**config.mk**
```make
export PLATFORM = sky130hd
export DESIGN_NAME = mpls_egress
export DESIGN_NICKNAME = d
export VERILOG_FILES = /design/src/verilog/mpls_egress_pkg.sv /design/src/verilog/egress_demux.sv /design/src/verilog/egress_port_buffer.sv /design/src/verilog/egress_width_adapt.sv /design/src/verilog/mpls_egress.sv
export VERILOG_INCLUDE_DIRS = /design/src /design/src/verilog
export SDC_FILE = /design/constraint.sdc
export NUM_CORES = 2
export LEC_CHECK = 0
export BUFFER_PORTS_ARGS = -buffer_cell sky130_fd_sc_hd__buf_4
export CAP_MARGIN = 0
export CORE_UTILIZATION = 30
export CTS_BUF_LIST = sky130_fd_sc_hd__clkbuf_16
export DETAILED_ROUTE_END_ITERATION = 8
export SLEW_MARGIN = 25
export SYNTH_ARGS = -nofsm -noshare
export SYNTH_HDL_FRONTEND = slang
export SYNTH_SLANG_ARGS = --single-unit
```
**constraint.sdc**
```tcl
create_clock -name clk -period 7.36 [get_ports clk]
set_input_delay 0.736 -clock clk [delete_from_list [all_inputs] [get_ports clk]]
set_output_delay 0.736 -clock clk [all_outputs]
set_load 0.02 [all_outputs]
```
**src/verilog/mpls_egress_settings.svh**
```systemverilog
/* Build-time sizing of the egress path. EGR_PORT_BITS must name every port, and
   EGR_FIFO_DEPTH must be at least EGR_MAX_PKT_BEATS or no packet is ever admitted */

`ifndef MPLS_EGRESS_SETTINGS_SVH
`define MPLS_EGRESS_SETTINGS_SVH

// Physical egress ports, all 8 bits wide
`define EGR_NUM_PORTS 3
`define EGR_PORT_BITS 2

// Wide bus from the forwarding pipeline
`define EGR_BUS_BYTES 8

// Per-port buffering
`define EGR_FIFO_DEPTH 16
`define EGR_MAX_PKT_BEATS 4

`endif

```
**src/verilog/mpls_egress_pkg.sv**
```systemverilog
/* Beat, byte and adapter state types for the egress path.
   keep must be contiguous from byte 0 and nonzero */

`include "mpls_egress_settings.svh"

package mpls_egress_pkg;

    // One beat of the wide bus, egress index still attached
    typedef struct packed {
        logic [`EGR_BUS_BYTES*8-1:0] data;
        logic [`EGR_BUS_BYTES-1:0]   keep;
        logic                        last;
        logic [`EGR_PORT_BITS-1:0]   port;
    } egr_beat_t;

    // Same beat once the demux has stripped the index
    typedef struct packed {
        logic [`EGR_BUS_BYTES*8-1:0] data;
        logic [`EGR_BUS_BYTES-1:0]   keep;
        logic                        last;
    } port_beat_t;

    // One byte on a narrow physical port
    typedef struct packed {
        logic [7:0] data;
        logic       last;
    } port_byte_t;

    typedef enum logic [1:0] {
        ADAPT_IDLE,
        ADAPT_FETCH,
        ADAPT_SHIFT
    } adapt_state_e;

endpackage

```
**src/verilog/egress_demux.sv**
```systemverilog
/* Routes each beat to one port strobe one cycle after beat_valid.
   Indices at or above EGR_NUM_PORTS are discarded and flagged on bad_port */

`timescale 1ns/100ps
`include "mpls_egress_settings.svh"
`default_nettype none

module egress_demux (
    input  wire logic                        clk,
    input  wire logic                        reset,
    input  wire logic                        beat_valid,
    input  wire mpls_egress_pkg::egr_beat_t  beat,
    output logic [`EGR_NUM_PORTS-1:0]        port_strobe,
    output mpls_egress_pkg::port_beat_t      port_beat,
    output logic                             bad_port
);

    ////////////////////
    // Index decode

    always_ff @(posedge clk) begin
        if (reset) begin
            port_strobe <= '0;
            bad_port    <= 1'b0;
        end else begin
            for (int p = 0; p < `EGR_NUM_PORTS; p++) begin
                port_strobe[p] <= beat_valid && (beat.port == `EGR_PORT_BITS'(p));
            end
            // Index names a port that is not built
            bad_port <= beat_valid && (beat.port >= `EGR_PORT_BITS'(`EGR_NUM_PORTS));
        end
    end

    ////////////////////
    // Payload

    // Shared by every buffer, qualified by its own strobe
    always_ff @(posedge clk) begin
        if (beat_valid) begin
            port_beat.data <= beat.data;
            port_beat.keep <= beat.keep;
            port_beat.last <= beat.last;
        end
    end

endmodule

`default_nettype wire

```
**src/verilog/egress_port_buffer.sv**
```systemverilog
/* Beat FIFO for one port. A packet is admitted at its first beat only if room for
   the longest packet remains; otherwise all of its beats are dropped */

`timescale 1ns/100ps
`include "mpls_egress_settings.svh"
`default_nettype none

module egress_port_buffer (
    input  wire logic                        clk,
    input  wire logic                        reset,
    input  wire logic                        wr_strobe,
    input  wire mpls_egress_pkg::port_beat_t wr_beat,
    input  wire logic                        pop,
    output logic                             fifo_empty,
    output mpls_egress_pkg::port_beat_t      head,
    output logic                             buf_overflow
);

    localparam int PTR_W = $clog2(`EGR_FIFO_DEPTH);
    localparam int CNT_W = $clog2(`EGR_FIFO_DEPTH + 1);
    // Highest fill level that still leaves room for a whole packet
    localparam int ADMIT_LIMIT = `EGR_FIFO_DEPTH - `EGR_MAX_PKT_BEATS;

    mpls_egress_pkg::port_beat_t mem [`EGR_FIFO_DEPTH];

    logic [PTR_W-1:0] wr_ptr;
    logic [PTR_W-1:0] rd_ptr;
    logic [CNT_W-1:0] count;
    logic             in_pkt;
    logic             dropping;
    logic             first_beat;
    logic             room;
    logic             push;

    function automatic logic [PTR_W-1:0] next_ptr(input logic [PTR_W-1:0] ptr);
        if (ptr == PTR_W'(`EGR_FIFO_DEPTH - 1)) begin
            return '0;
        end
        return ptr + 1'b1;
    endfunction

    ////////////////////
    // Admission

    assign first_beat = wr_strobe && !in_pkt;
    assign room       = (count <= CNT_W'(ADMIT_LIMIT));

    // Later beats follow the decision taken at the first one
    assign push = wr_strobe && (first_beat ? room : !dropping);

    // One pulse per refused packet
    assign buf_overflow = first_beat && !room;

    always_ff @(posedge clk) begin
        if (reset) begin
            in_pkt   <= 1'b0;
            dropping <= 1'b0;
        end else if (wr_strobe) begin
            in_pkt <= !wr_beat.last;
            if (first_beat) begin
                dropping <= !room;
            end
        end
    end

    ////////////////////
    // Storage

    always_ff @(posedge clk) begin
        if (push) begin
            mem[wr_ptr] <= wr_beat;
        end
    end

    always_ff @(posedge clk) begin
        if (reset) begin
            wr_ptr <= '0;
            rd_ptr <= '0;
            count  <= '0;
        end else begin
            if (push) begin
                wr_ptr <= next_ptr(wr_ptr);
            end
            if (pop) begin
                rd_ptr <= next_ptr(rd_ptr);
            end
            case ({push, pop})
                2'b10:   count <= count + 1'b1;
                2'b01:   count <= count - 1'b1;
                default: count <= count;
            endcase
        end
    end

    // Head follows the read pointer, so it moves the cycle after a pop
    assign head       = mem[rd_ptr];
    assign fifo_empty = (count == '0);

endmodule

`default_nettype wire

```
**src/verilog/egress_width_adapt.sv**
```systemverilog
/* Serializes buffered beats into bytes, byte 0 first, one per cycle.
   The port has no back-pressure and a beat costs its kept bytes plus one cycle */

`timescale 1ns/100ps
`include "mpls_egress_settings.svh"
`default_nettype none

module egress_width_adapt (
    input  wire logic                        clk,
    input  wire logic                        reset,
    input  wire logic                        fifo_empty,
    input  wire mpls_egress_pkg::port_beat_t head,
    output logic                             pop,
    output logic                             byte_valid,
    output mpls_egress_pkg::port_byte_t      port_byte
);

    localparam int CNT_W = $clog2(`EGR_BUS_BYTES + 1);

    mpls_egress_pkg::adapt_state_e state;

    logic [`EGR_BUS_BYTES*8-1:0] shift_data;
    logic [`EGR_BUS_BYTES-1:0]   shift_keep;
    logic                        shift_last;
    logic [CNT_W-1:0]            bytes_left;
    logic                        final_byte;
    logic                        load;

    function automatic logic [CNT_W-1:0] kept_bytes(input logic [`EGR_BUS_BYTES-1:0] keep);
        logic [CNT_W-1:0] n;
        n = '0;
        for (int i = 0; i < `EGR_BUS_BYTES; i++) begin
            n = n + CNT_W'(keep[i]);
        end
        return n;
    endfunction

    assign final_byte = (state == mpls_egress_pkg::ADAPT_SHIFT) && (bytes_left == CNT_W'(1));

    // Take the next beat when idle or straight after the last byte of this one
    assign load = ((state == mpls_egress_pkg::ADAPT_IDLE) || final_byte) && !fifo_empty;
    assign pop  = load;

    ////////////////////
    // FSM

    always_ff @(posedge clk) begin
        if (reset) begin
            state      <= mpls_egress_pkg::ADAPT_IDLE;
            bytes_left <= '0;
            byte_valid <= 1'b0;
        end else begin
            byte_valid <= (state == mpls_egress_pkg::ADAPT_SHIFT);
            case (state)
                mpls_egress_pkg::ADAPT_IDLE: begin
                    if (load) begin
                        state <= mpls_egress_pkg::ADAPT_FETCH;
                    end
                end
                // Count of kept bytes settles from the latched keep
                mpls_egress_pkg::ADAPT_FETCH: begin
                    bytes_left <= kept_bytes(shift_keep);
                    state      <= mpls_egress_pkg::ADAPT_SHIFT;
                end
                mpls_egress_pkg::ADAPT_SHIFT: begin
                    bytes_left <= bytes_left - 1'b1;
                    if (final_byte) begin
                        state <= load ? mpls_egress_pkg::ADAPT_FETCH
                                      : mpls_egress_pkg::ADAPT_IDLE;
                    end
                end
                default: state <= mpls_egress_pkg::ADAPT_IDLE;
            endcase
        end
    end

    ////////////////////
    // Datapath

    always_ff @(posedge clk) begin
        if (load) begin
            shift_data <= head.data;
            shift_keep <= head.keep;
            shift_last <= head.last;
        end else if (state == mpls_egress_pkg::ADAPT_SHIFT) begin
            shift_data <= shift_data >> 8;
        end
        port_byte.data <= shift_data[7:0];
        port_byte.last <= shift_last && final_byte;
    end

endmodule

`default_nettype wire

```
**src/verilog/mpls_egress.sv**
```systemverilog
/* Egress side of the router for 8-bit ports only, all in one clock domain.
   No back-pressure anywhere; congestion shows only as whole-packet drops */

`timescale 1ns/100ps
`include "mpls_egress_settings.svh"
`default_nettype none

module mpls_egress (
    input  wire logic                        clk,
    input  wire logic                        reset,
    input  wire logic                        beat_valid,
    input  wire mpls_egress_pkg::egr_beat_t  beat,
    output logic [`EGR_NUM_PORTS-1:0]        byte_valid,
    output mpls_egress_pkg::port_byte_t      port_bytes [`EGR_NUM_PORTS-1:0],
    output logic [`EGR_NUM_PORTS-1:0]        buf_overflow,
    output logic                             bad_port
);

    logic [`EGR_NUM_PORTS-1:0]   port_strobe;
    mpls_egress_pkg::port_beat_t port_beat;
    logic [`EGR_NUM_PORTS-1:0]   fifo_empty;
    logic [`EGR_NUM_PORTS-1:0]   pop;
    mpls_egress_pkg::port_beat_t head [`EGR_NUM_PORTS-1:0];

    ////////////////////
    // Demux

    egress_demux demux (
        .clk         ( clk         ),
        .reset       ( reset       ),
        .beat_valid  ( beat_valid  ),
        .beat        ( beat        ),
        .port_strobe ( port_strobe ),
        .port_beat   ( port_beat   ),
        .bad_port    ( bad_port    )
    );

    ////////////////////
    // Per-port logic

    // Buffer then serializer for each physical port
    for (genvar p = 0; p < `EGR_NUM_PORTS; p++) begin : g_port
        egress_port_buffer port_buffer (
            .clk          ( clk             ),
            .reset        ( reset           ),
            .wr_strobe    ( port_strobe[p]  ),
            .wr_beat      ( port_beat       ),
            .pop          ( pop[p]          ),
            .fifo_empty   ( fifo_empty[p]   ),
            .head         ( head[p]         ),
            .buf_overflow ( buf_overflow[p] )
        );

        egress_width_adapt width_adapt (
            .clk        ( clk           ),
            .reset      ( reset         ),
            .fifo_empty ( fifo_empty[p] ),
            .head       ( head[p]       ),
            .pop        ( pop[p]        ),
            .byte_valid ( byte_valid[p] ),
            .port_byte  ( port_bytes[p] )
        );
    end

endmodule

`default_nettype wire

```
==> metrics <==
status=finished clean; Synth cell types=60; first-pass GRT wire length=531 mm; Die Width=706 um; share of layout cells above drive strength 1=0.259; fillers=45.0k; synth top area cells=edfxtp_1 (77%), mux4_2 (14%), dfxtp_1 (1.5%); Post-CTS Resized=0; die height=706 um; final hold violations=0; Mapped Cells=6609; Starting Density=0.301; Synth async-reset ratio=0; initial antenna violation count=35; logic gate share of total power=0.187; synthesis-stage register bit count=~4k; worst hold start=reset; maximum vdd drop=~320 uV; TritonRoute pass-1 iters=5; Setup Buffers After CTS=0; PD cells=between 300 and 400 mW/mm2; core area=0.493 mm2; CP max FO=62; final setup fails=0; Clock power frac=0.340; die area=0.498 mm2; CP Capture Type=flip-flop; Critical Path Source=g_port[1].width_adapt.state[0]; Worst EP arrival=5.23 ns; # DRC=0; worst hold path class=in -> reg; drt initial violations=7594; Critical Path RT=8.20 ns; relative slew slack=0.300; routability cong.=about 0.75; fmax=228 MHz; clock tree buffer depth=4; CP startpoint kind=flip-flop; switching pwr=15.5 mW; ys flop type=edfxtp_1; Post-CTS Hold Fix Bufs=76; top cells by count, synth=edfxtp_1 (3796), mux4_2 (903), a21oi_1 (220); Hold EP=g_port[2].port_buffer.wr_ptr[2]; register share of total power=0.473; Syn-to-layout area delta=15.4%; Max Cap Violations=0; post-synth top area cell=edfxtp_1; Least-Margin Pin Slew=1.05 ns; Tcrit/Tclk final=0.596; CTS buffer count=386; final layout net count=approximately 7k; IO buf count=between 100 and 150; DR vias=between 60k and 70k; Antenna Nets Post-Route=0; placed cells=13.0k; DR WL/cell=26.8 um; top-count cell post-synth=edfxtp_1; Clock Tree Root=clkbuf_16; min cycle time layout=4.39 ns; Post-Syn Area per Cell=22.5 um2; R2R Path Start=g_port[1].width_adapt.state[0]; worst skew pair latency=about 1 ns; cell area after placement=0.158 mm2; FF-to-FF path depth=12; share of the synthesized area in the top cell type=0.767; # IOs=112; FP Rows=258; reg2reg end=g_port[1].port_buffer.count[4]; largest net degree at the start of global routing=132; vias in the first global route=73.5k; Final Slew Violations=0; GRT Residual Overflow=0; Internal=41.6 mW; yosys warns=0; skew final=0.0775 ns; Pleak=52.4 nW; CTS tree=done; non-filler cells, final=13.8k; worst hold path depth=2; gr usage total=0.145; sequential area share after synthesis=0.782; H-tree levels=5; Sw Ratio=0.271; CTS Sinks=3905; RSZ-0062 raised after global routing=no; Design Area, Final=0.171 mm2; Worst-path clk slew=0.06 ns; Post-synth EDFFs=3796; minimum hold slack=0.233 ns; Mapped Nets=around 6.8k; R2R setup slack=2.97 ns; hpwl dp=190 mm; CP Class=reg -> reg; Setup TNS=0 ns; Mapped Area=0.149 mm2; WL final=around 370 mm; via/cell ratio=5.06
[metal layers]
metal	track usage	part of all wire	vias up
li1	-	-	28700
met4	0.0328	0.023	0
met3	0.0186	0.063	543
met1	0.189	0.40	38100
met2	0.258	0.51	2562
met5	0	0	-
[power by group through the flow]
stage               clock network (mW)  registers [mW]  logic, mW
floorplan                            0            27.1       7.46
global placement                     0            27.5       10.5
detailed placement                   0            27.5       10.7
CTS                               19.8            27.1       10.8
global route                      20.6            27.1       11.5
finish                            19.4            27.0       10.7
[registers in the layout, indices dropped and copies added (netlist names), named ones only]
signal                         flops
g_port.port_buffer.mem          3504
g_port.width_adapt.shift_data    192
demux.port_beat                   73
g_port.width_adapt.port_byte      27
g_port.width_adapt.shift_keep     24
g_port.port_buffer.count          15
g_port.port_buffer.rd_ptr         12
g_port.port_buffer.wr_ptr         12
g_port.width_adapt.bytes_left     12
g_port.width_adapt.state           6
demux.port_strobe                  3
g_port.port_buffer.dropping        3
g_port.port_buffer.in_pkt          3
g_port.width_adapt.byte_valid      3
g_port.width_adapt.shift_last      3
demux.bad_port                     1
[worst max-delay path, stage by stage, from the launching register on]
cell and delay (ns):
dfxtp_1 0.36, inv_1 0.09, ha_1 0.37, and4bb_2 0.37, o22ai_2 0.77, inv_4 0.50, ha_1 0.51, xor2_1 0.19
ha_1 0.22, o21ai_0 0.22, o22ai_1 0.16, a2111o_1 0.44, o2111ai_1 0.09
[how the worst max path moves through the flow]
stage,slack [ns],end,depth (start not counted)
CTS,2.94,g_port[1].port_buffer.count[4],12
detailed placement,2.96,g_port[1].port_buffer.count[4],12
floorplan,0.46,g_port[2].port_buffer.mem[7][0],5
finish,2.97,g_port[1].port_buffer.count[4],12
global route,2.55,g_port[1].port_buffer.count[4],12
global placement,3.10,g_port[1].port_buffer.count[4],12
[layout by cell type, fill, tap and decap left out, drive strengths merged, types with 4 or more instances in the layout]
cell	netlist	routed
nand2b	18	18
xnor2	4	4
a31oi	6	6
nand3	11	11
nor3b	5	5
nand3b	7	7
a21oi	220	220
bufinv	0	36
and3	7	7
or3b	4	4
dlygate4sd3	0	76
ha	53	53
o22ai	118	118
edfxtp	3796	3796
a21o	4	4
mux2	58	58
nor2	65	65
o211ai	8	8
and2	4	4
o2bb2ai	4	4
o21ai	28	28
clkinvlp	0	11
nor2b	147	147
nand2	62	62
buf	188	313
xor2	8	8
a211o	116	116
mux2i	148	148
mux4	903	903
nor3	22	22
clkinv	0	177
fa	12	12
dfxtp	109	109
a22o	112	112
inv	73	160
or3	12	12
a211oi	55	55
clkbuf	188	393
diode	0	11
[final cells by class]
| cell class | instances | area, um2 | area share |
|---|---|---|---|
| timing repair buffer | 389 | 3590 | 0.0209 |
| multi-input combinational | 2255 | 30700 | 0.179 |
| tap | 6500 | 8130 | 0.0475 |
| inverter | 73 | 277 | 0.00161 |
| sequential | 3905 | 116000 | 0.678 |
| antenna | 11 | 27.5 | 0.000161 |
| clock inverter | 311 | 2570 | 0.0150 |
| clock buffer | 393 | 9830 | 0.0574 |
[cell families after synthesis]
family,Yosys count,synth area share
multiplexers,1109,0.151
adder cells (fa/ha/maj),65,0.00608
AO/OA/AOI/OAI,696,0.0323
AND/OR/NAND/NOR,373,0.0136
flip-flops,3905,0.782
XOR/XNOR,12,0.000708
buffers and inverters,449,0.0139
[through the flow]
step | util | power [mW] | worst slack [ns]
global placement | 0.320 | 38.0 | 3.10
floorplan | - | 34.6 | 0.462
CTS | 0.347 | 57.7 | 2.94
global route | 0.347 | 59.2 | 2.55
finish | 0.347 | 57.1 | 2.97
detailed placement | 0.321 | 38.3 | 2.96
No activity file was read; power rests on OpenSTA's default activity.
